<file path="src/verilog/vector_unit_pkg.sv">
// --------------------
// Vector unit package
// Shared types of the SIMD add unit. These are the vector word with
// its byte and half-word views, the lane width select and the request
// record that travels from issue through the queue to execute
// --------------------

package vector_unit_pkg;

    // --------------------
    // Vector data
    // --------------------

    // One 32-bit word, seen either as four bytes or as two half-words
    // Element 0 sits in the least significant bits in both views
    typedef union packed {
        logic [3:0][7:0]  vect4;
        logic [1:0][15:0] vect2;
    } vector_t;

    // Lane width select for the adder
    typedef enum logic {
        BIT8  = 1'b0,
        BIT16 = 1'b1
    } vec_len_t;

    // --------------------
    // Request record
    // --------------------

    // Everything execute needs to produce one result
    // The queue stores it as a single word so the fields stay in step
    typedef struct packed {
        vector_t    operand_a;
        vector_t    operand_b;
        vec_len_t   vector_length;
        // One extend bit per byte, in 16-bit mode only bits 1 and 3 count
        logic [3:0] extend_a;
        logic [3:0] extend_b;
    } vec_req_t;

endpackage : vector_unit_pkg

</file>
<file path="src/verilog/vector_adder.sv">
// --------------------
// SIMD vector adder
// Adds two 32-bit vectors as four byte lanes or two half-word lanes.
// Each operand element is widened by one bit taken from its extend
// input, and the top bit of each widened sum is the lane's carry
// --------------------

`timescale 1ns/100ps

module vector_adder (
    input  vector_unit_pkg::vector_t  operand_a_i,
    input  vector_unit_pkg::vector_t  operand_b_i,
    input  vector_unit_pkg::vec_len_t vector_length_i,
    input  logic [3:0]                extend_a_i,
    input  logic [3:0]                extend_b_i,
    output vector_unit_pkg::vector_t  result_o,
    output logic [3:0]                carry_o
);

    // --------------------
    // Lane adders
    // --------------------

    always_comb begin : adder_logic
        // Defaults keep every bit driven and the even carries zero in 16-bit mode
        result_o = '0;
        carry_o  = '0;

        if (vector_length_i == vector_unit_pkg::BIT8) begin
            // Four independent byte lanes, each with its own extend and carry bit
            for (int i = 0; i < 4; i++) begin
                {carry_o[i], result_o.vect4[i]} =
                    {extend_a_i[i], operand_a_i.vect4[i]} +
                    {extend_b_i[i], operand_b_i.vect4[i]};
            end
        end else begin
            // Two half-word lanes use only the odd extend and carry bits
            for (int i = 0; i < 2; i++) begin
                {carry_o[2 * i + 1], result_o.vect2[i]} =
                    {extend_a_i[2 * i + 1], operand_a_i.vect2[i]} +
                    {extend_b_i[2 * i + 1], operand_b_i.vect2[i]};
            end
        end
    end : adder_logic

endmodule : vector_adder

</file>
<file path="src/verilog/vector_issue.sv">
// --------------------
// Vector issue stage
// Accepts requests on the valid/ready input port, packs the loose
// fields into one request word and pushes it into the queue. A credit
// counter mirrors the free queue slots and gates op_ready_o
// --------------------

`timescale 1ns/100ps

module vector_issue #(
    parameter int FIFO_DEPTH = 4
) (
    input  logic                      clk_i,
    input  logic                      rst_i,
    input  logic                      op_valid_i,
    output logic                      op_ready_o,
    input  vector_unit_pkg::vector_t  operand_a_i,
    input  vector_unit_pkg::vector_t  operand_b_i,
    input  vector_unit_pkg::vec_len_t vector_length_i,
    input  logic [3:0]                extend_a_i,
    input  logic [3:0]                extend_b_i,
    input  logic                      credit_i,
    output logic                      push_o,
    output vector_unit_pkg::vec_req_t req_o
);

    // Wide enough to hold the full count of FIFO_DEPTH
    localparam int CNT_W = $clog2(FIFO_DEPTH + 1);

    logic [CNT_W-1:0] credit_cnt;
    logic             accept;

    // --------------------
    // Handshake and packing
    // --------------------

    // Ready only while a queue slot is known to be free
    assign op_ready_o = (credit_cnt != '0);
    assign accept     = op_valid_i & op_ready_o;

    // The queue write happens in the same cycle as the acceptance
    assign push_o = accept;

    assign req_o.operand_a     = operand_a_i;
    assign req_o.operand_b     = operand_b_i;
    assign req_o.vector_length = vector_length_i;
    assign req_o.extend_a      = extend_a_i;
    assign req_o.extend_b      = extend_b_i;

    // --------------------
    // Credit counter
    // --------------------

    // An acceptance spends a credit and a credit pulse returns one
    // When both happen together the count stays where it is
    always_ff @(posedge clk_i) begin : credit_counter
        if (rst_i) begin
            credit_cnt <= CNT_W'(FIFO_DEPTH);
        end else begin
            case ({accept, credit_i})
                2'b10:   credit_cnt <= credit_cnt - 1'b1;
                2'b01:   credit_cnt <= credit_cnt + 1'b1;
                default: credit_cnt <= credit_cnt;
            endcase
        end
    end : credit_counter

    // The queue must never hand back more credits than it has slots
    a_credit_bound : assert property (
        @(posedge clk_i) disable iff (rst_i)
        credit_cnt <= CNT_W'(FIFO_DEPTH)
    ) else $error("issue credit count above queue depth");

endmodule : vector_issue

</file>
<file path="src/verilog/vector_op_fifo.sv">
// --------------------
// Vector request queue
// In-order circular buffer of request words between issue and execute.
// Each pop frees one slot and returns a one-cycle credit pulse to the
// issue stage on the following cycle
// --------------------

`timescale 1ns/100ps

module vector_op_fifo #(
    parameter int FIFO_DEPTH = 4
) (
    input  logic                      clk_i,
    input  logic                      rst_i,
    input  logic                      push_i,
    input  vector_unit_pkg::vec_req_t req_i,
    input  logic                      pop_i,
    output logic                      not_empty_o,
    output vector_unit_pkg::vec_req_t head_o,
    output logic                      credit_o
);

    localparam int PTR_W = $clog2(FIFO_DEPTH);
    localparam int CNT_W = $clog2(FIFO_DEPTH + 1);

    // Storage array of request words
    vector_unit_pkg::vec_req_t mem [FIFO_DEPTH];

    logic [PTR_W-1:0] wr_ptr;
    logic [PTR_W-1:0] rd_ptr;
    logic [CNT_W-1:0] count;
    logic             credit_q;

    // --------------------
    // Storage
    // --------------------

    always_ff @(posedge clk_i) begin : fifo_write
        if (push_i) begin
            mem[wr_ptr] <= req_i;
        end
    end : fifo_write

    // Head of the queue is always visible to execute
    assign head_o      = mem[rd_ptr];
    assign not_empty_o = (count != '0);

    // --------------------
    // Pointers and occupancy
    // --------------------

    // Pointers wrap at FIFO_DEPTH so any depth works, not only powers of two
    always_ff @(posedge clk_i) begin : fifo_control
        if (rst_i) begin
            wr_ptr <= '0;
            rd_ptr <= '0;
            count  <= '0;
        end else begin
            if (push_i) begin
                if (wr_ptr == PTR_W'(FIFO_DEPTH - 1)) wr_ptr <= '0;
                else                                  wr_ptr <= wr_ptr + 1'b1;
            end

            if (pop_i) begin
                if (rd_ptr == PTR_W'(FIFO_DEPTH - 1)) rd_ptr <= '0;
                else                                  rd_ptr <= rd_ptr + 1'b1;
            end

            // Simultaneous push and pop leave the occupancy unchanged
            case ({push_i, pop_i})
                2'b10:   count <= count + 1'b1;
                2'b01:   count <= count - 1'b1;
                default: count <= count;
            endcase
        end
    end : fifo_control

    // Credit goes back one cycle after the pop that freed the slot
    always_ff @(posedge clk_i) begin : credit_return
        if (rst_i) credit_q <= 1'b0;
        else       credit_q <= pop_i;
    end : credit_return

    assign credit_o = credit_q;

    // Issue only pushes while it holds a credit, so a full queue sees no push
    a_no_overflow : assert property (
        @(posedge clk_i) disable iff (rst_i)
        push_i |-> (count != CNT_W'(FIFO_DEPTH))
    ) else $error("push into a full request queue");

    a_no_underflow : assert property (
        @(posedge clk_i) disable iff (rst_i)
        pop_i |-> (count != '0)
    ) else $error("pop from an empty request queue");

endmodule : vector_op_fifo

</file>
<file path="src/verilog/vector_execute.sv">
// --------------------
// Vector execute stage
// Pops the queue head, adds the operands through the SIMD adder and
// holds the sum and carries in an output register until the outside
// accepts them on the valid/ready result port
// --------------------

`timescale 1ns/100ps

module vector_execute (
    input  logic                      clk_i,
    input  logic                      rst_i,
    input  logic                      not_empty_i,
    input  vector_unit_pkg::vec_req_t head_i,
    output logic                      pop_o,
    output logic                      result_valid_o,
    input  logic                      result_ready_i,
    output vector_unit_pkg::vector_t  result_o,
    output logic [3:0]                carry_o
);

    vector_unit_pkg::vector_t sum;
    logic [3:0]               sum_carry;

    logic                     result_valid_q;
    vector_unit_pkg::vector_t result_q;
    logic [3:0]               carry_q;

    // --------------------
    // Adder
    // --------------------

    // The sum is ready in the same cycle as the head
    vector_adder u_adder (
        .operand_a_i     (head_i.operand_a),
        .operand_b_i     (head_i.operand_b),
        .vector_length_i (head_i.vector_length),
        .extend_a_i      (head_i.extend_a),
        .extend_b_i      (head_i.extend_b),
        .result_o        (sum),
        .carry_o         (sum_carry)
    );

    // --------------------
    // Output register
    // --------------------

    // Pop when a request waits and the register is empty or leaving now
    assign pop_o = not_empty_i & (~result_valid_q | result_ready_i);

    always_ff @(posedge clk_i) begin : valid_reg
        if (rst_i) begin
            result_valid_q <= 1'b0;
        end else if (pop_o) begin
            result_valid_q <= 1'b1;
        end else if (result_ready_i) begin
            result_valid_q <= 1'b0;
        end
    end : valid_reg

    // Payload only loads on a pop and holds in every other cycle
    always_ff @(posedge clk_i) begin : payload_reg
        if (pop_o) begin
            result_q <= sum;
            carry_q  <= sum_carry;
        end
    end : payload_reg

    assign result_valid_o = result_valid_q;
    assign result_o       = result_q;
    assign carry_o        = carry_q;

    // A stalled result must not change or vanish before it is taken
    a_result_stable : assert property (
        @(posedge clk_i) disable iff (rst_i)
        (result_valid_o && !result_ready_i) |=>
            (result_valid_o && $stable(result_o) && $stable(carry_o))
    ) else $error("result changed while stalled");

endmodule : vector_execute

</file>
<file path="src/verilog/vector_unit_top.sv">
// --------------------
// Vector unit top level
// Issue stage, credit-controlled request queue and execute stage
// in a row, with a valid/ready port on each side
// --------------------

`timescale 1ns/100ps

module vector_unit_top #(
    parameter int FIFO_DEPTH = 4
) (
    input  logic                      clk_i,
    input  logic                      rst_i,
    input  logic                      op_valid_i,
    output logic                      op_ready_o,
    input  vector_unit_pkg::vector_t  operand_a_i,
    input  vector_unit_pkg::vector_t  operand_b_i,
    input  vector_unit_pkg::vec_len_t vector_length_i,
    input  logic [3:0]                extend_a_i,
    input  logic [3:0]                extend_b_i,
    output logic                      result_valid_o,
    input  logic                      result_ready_i,
    output vector_unit_pkg::vector_t  result_o,
    output logic [3:0]                carry_o
);

    // Issue to queue
    logic                      push;
    vector_unit_pkg::vec_req_t req;
    logic                      credit;

    // Queue to execute
    logic                      pop;
    logic                      not_empty;
    vector_unit_pkg::vec_req_t head;

    vector_issue #(
        .FIFO_DEPTH (FIFO_DEPTH)
    ) u_issue (
        .clk_i           (clk_i),
        .rst_i           (rst_i),
        .op_valid_i      (op_valid_i),
        .op_ready_o      (op_ready_o),
        .operand_a_i     (operand_a_i),
        .operand_b_i     (operand_b_i),
        .vector_length_i (vector_length_i),
        .extend_a_i      (extend_a_i),
        .extend_b_i      (extend_b_i),
        .credit_i        (credit),
        .push_o          (push),
        .req_o           (req)
    );

    vector_op_fifo #(
        .FIFO_DEPTH (FIFO_DEPTH)
    ) u_fifo (
        .clk_i       (clk_i),
        .rst_i       (rst_i),
        .push_i      (push),
        .req_i       (req),
        .pop_i       (pop),
        .not_empty_o (not_empty),
        .head_o      (head),
        .credit_o    (credit)
    );

    vector_execute u_execute (
        .clk_i          (clk_i),
        .rst_i          (rst_i),
        .not_empty_i    (not_empty),
        .head_i         (head),
        .pop_o          (pop),
        .result_valid_o (result_valid_o),
        .result_ready_i (result_ready_i),
        .result_o       (result_o),
        .carry_o        (carry_o)
    );

endmodule : vector_unit_top

</file>
<file path="config.mk">
export PLATFORM = sky130hd
export DESIGN_NAME = vector_unit_top
export DESIGN_NICKNAME = d
export VERILOG_FILES = /design/src/verilog/vector_unit_pkg.sv /design/src/verilog/vector_adder.sv /design/src/verilog/vector_issue.sv /design/src/verilog/vector_op_fifo.sv /design/src/verilog/vector_execute.sv /design/src/verilog/vector_unit_top.sv
export SDC_FILE = /design/constraint.sdc
export NUM_CORES = 1
export LEC_CHECK = 0
export BUFFER_PORTS_ARGS = -buffer_cell sky130_fd_sc_hd__buf_2
export CAP_MARGIN = 30
export CORE_AREA = 2 2 168 170
export DETAILED_ROUTE_END_ITERATION = 16
export DIE_AREA = 0 0 170 172
export PLACE_DENSITY = 0.75
export SYNTH_ARGS = -nofsm -noshare
export SYNTH_HDL_FRONTEND = slang
export SYNTH_HIERARCHICAL = 1
export SYNTH_SLANG_ARGS = --single-unit
</file>
<file path="constraint.sdc">
create_clock -name clk_i -period 2.7 [get_ports clk_i]
set_input_delay 0.405 -clock clk_i [delete_from_list [all_inputs] [get_ports clk_i]]
set_output_delay 0.405 -clock clk_i [all_outputs]
set_load 0.02 [all_outputs]
</file>
==> impl_metrics.toml <==
[floorplan]
core_area_um2 = 27500
io_pins = 115
rows = 61
fp.dieArea_um2 = 29200
start_util_pct = 53.3
die_h_um = 172
die_w_um = 170

[drt]
antenna_left = 0
drc = 0
dr.pass1.iters = 5
wl_um = 28400
drtIter0Drc = 530
wire_per_inst_um = 21.0
num_vias = 7521
vias_per_cell = 5.55

[grt]
grt_pass1_wl_um = 43400
grt_pass1_vias = 7995
grt_max_degree = 45
antenna_found_initial = 4
gr-total-overflow = 0
grt_usage_pct = 19.8

[worst_hold_path]
min_path_type = "input port to register"

[final_layout]
final_cells = 1354
nNetsFinal = 1101
syn2layout_area_growth_pct = 22.7
utilization_pct = 65.4
design_area_um2 = 18000
drive_gt1_share_pct = 46.1
nFillCells = 1800

[sta]
clock_skew_ps = 24.2
fin_crit_sh_pct = 109
hold_viol = 0
fmaxAchievable_mhz = 341
worst_pin_slew_ps = 590
worst_hold_slack_ps = 97.6
period_needed_ps = 2940
setup_viol = 19
worst_slew_margin_rel_pct = 60.6
fin_setup_tns_ps = -1890
rsz0062_at_grt = "true"
worst_slack_ps = -236
slew_viol_final = 0

[power_and_ir_drop]
vdd_ir_drop_max_mv = 0.791
leakagePower_nw = 6.37
power-per-cell-area_nw_per_um2 = 1300
power_mw = 23.3

[setup_path]
worstSetupPathType = "register to register"
cp.arrival_ps = 3180
crit_family = "simple AND/OR/NAND/NOR gates"
crit_path_start_kind = "register"
crit_chain = "buf_12 > mux4_2 > ha_4 > inv_2 > fa_2 > and2b_1 > o2111ai_2 > nand3_2 > a221oi_4 > or4b_1 > nand4_1"
critPathCaptureType = "register"
critical_path_required_ps = 2940
cpMaxStageDelayCell = "mux4_2"
path_max_fanout = 5
path_buf_inv = 2
r2r_slack_ps = -240
slowest_delay_ps = 540

[synthesis]
synth-async-reset-ratio_pct = 0
syn_area_um2 = 14700
synth_edf_count = 328
seq_area_frac_synth_pct = 69.1
synth_ff_type = "edfxtp_1"
syn_nets = 915
syn_inst = 793
synth.avg_cell_area_um2 = 18.5
yosysTopAreaCellShare_pct = 67.2
yosysUniqueCellTypes = 56
synthTopCellsByArea = "edfxtp_1 (67%), mux4_2 (11%), buf_4 (3.7%), ha_1 (3.3%), dfxtp_1 (1.9%)"
ys_ff_latch = 342
synth_top_area_cell = "edfxtp_1"
yosysWarningCount = 6

[clock_network]
numCtsBuffers = 36
cts_tree = "yes"
root_buffer = "clkbuf_16"
cts.sinks = 342
cts_hold_buffers = 0
cts_buffer_depth = 3
htreeDepth = 2
clk_pin_slew_ps = 60
clock_latency_ps = 520

[placement]
place_inst = 1259
detailed_place_hpwl_um = 18300
numPortBuffers = 114
gp_congestion = 0.848
place_area_um2 = 15900
pre_cts_slack_ps = -282

[run_status]
outcome = "finished, violations left"
violations = "setup timing"

[run]
cap_viol_max_count = 0
registers in the layout (all words and copies together) (netlist names), named ones only:
signal / count
u_fifo/credit_o: 1
u_fifo/wr_ptr: 2
u_execute/carry_o: 4
u_execute/result_valid_o: 1
u_issue/credit_cnt: 3
u_fifo/rd_ptr: 2
u_fifo/count: 3
u_fifo/mem: 292
u_execute/result_o: 32
report_power, final:
group / switching, mW / total (mW) / leakage [nW] / internal, mW
clock network: 1.92 / 5.05 / 0.590 / 3.14
logic: 5.40 / 10.9 / 2.64 / 5.46
registers: 0.307 / 7.42 / 3.14 / 7.11
total: 7.63 / 23.3 / 6.37 / 15.7
kinds of logic after synthesis:
family	Yosys count	share of synthesized area, %
AO/OA/AOI/OAI	91	4.15
XOR/XNOR	34	2.03
adder cells (fa/ha/maj)	45	4.15
buffers and inverters	114	5.69
flip-flops	342	69.1
multiplexers	80	11.7
AND/OR/NAND/NOR	87	3.13
layer usage:
layer / routed length [µm] / up-vias / share of wire [%] / track usage [%]
met5: 22 / - / 0.077 / 0
met4: 523 / 4 / 1.8 / 5.61
met3: 1460 / 52 / 5.1 / 3.52
met2: 15000 / 208 / 53 / 35.6
met1: 11400 / 3817 / 40 / 24.9
li1: - / 3440 / - / -
synth_stat cells, drive strengths merged (14+ instances only):
master and count:
a21oi 28, ha 39, xnor2 23, o21ai 21
nor2 29, mux4 73, edfxtp 328, inv 20
dfxtp 14, buf 88
layout make-up:
type	count	area, µm²	share of cell area [%]
clock inverters	15	236	1.32
inverters	20	75.1	0.418
diodes	2	5.00	0.0278
repair buffers	242	1790	9.93
multi-input cells	337	4320	24.0
well taps	346	433	2.41
flip-flops and latches	342	10100	56.4
clock buffers	50	985	5.48
final timing paths:
kind | endpoint | depth (start not counted) | startpoint
max | u_execute/result_o[30]$_DFFE_PP_ | 11 | register
min | u_fifo/mem[3][5]$_DFFE_PP_ | 1 | extend_a_i[1]
max reg2reg | u_execute/result_o[30]$_DFFE_PP_ | 11 | register
min reg2reg | u_fifo/count[2]$_SDFFE_PP0P_ | 2 | u_fifo/count[2]$_SDFFE_PP0P_
timing repair:
action | 4_1_cts | 5_1_grt
buffers inserted | 15 | 12
gates resized for setup | 57 | 47
endpoints found under the hold margin | 0 | 0
endpoints found under the setup margin | 20 | 20
pin swaps | 25 | 33
gates cloned | 1 | 0
cells in the final DEF (no fill, tap or decap), types with 11 or more instances in the layout:
| cell type | count |
|---|---|
| inv_1 | 16 |
| buf_4 | 105 |
| a21oi_1 | 15 |
| a21o_1 | 11 |
| dfxtp_1 | 12 |
| a21oi_2 | 11 |
| nor2_1 | 26 |
| xnor2_1 | 21 |
| ha_1 | 16 |
| clkbuf_16 | 37 |
| mux4_2 | 72 |
| edfxtp_1 | 328 |
| xor2_1 | 11 |
| buf_12 | 16 |
| buf_2 | 114 |
| clkbuf_1 | 12 |
| ha_4 | 23 |
Note: power is estimated with default switching activity, not from simulation.
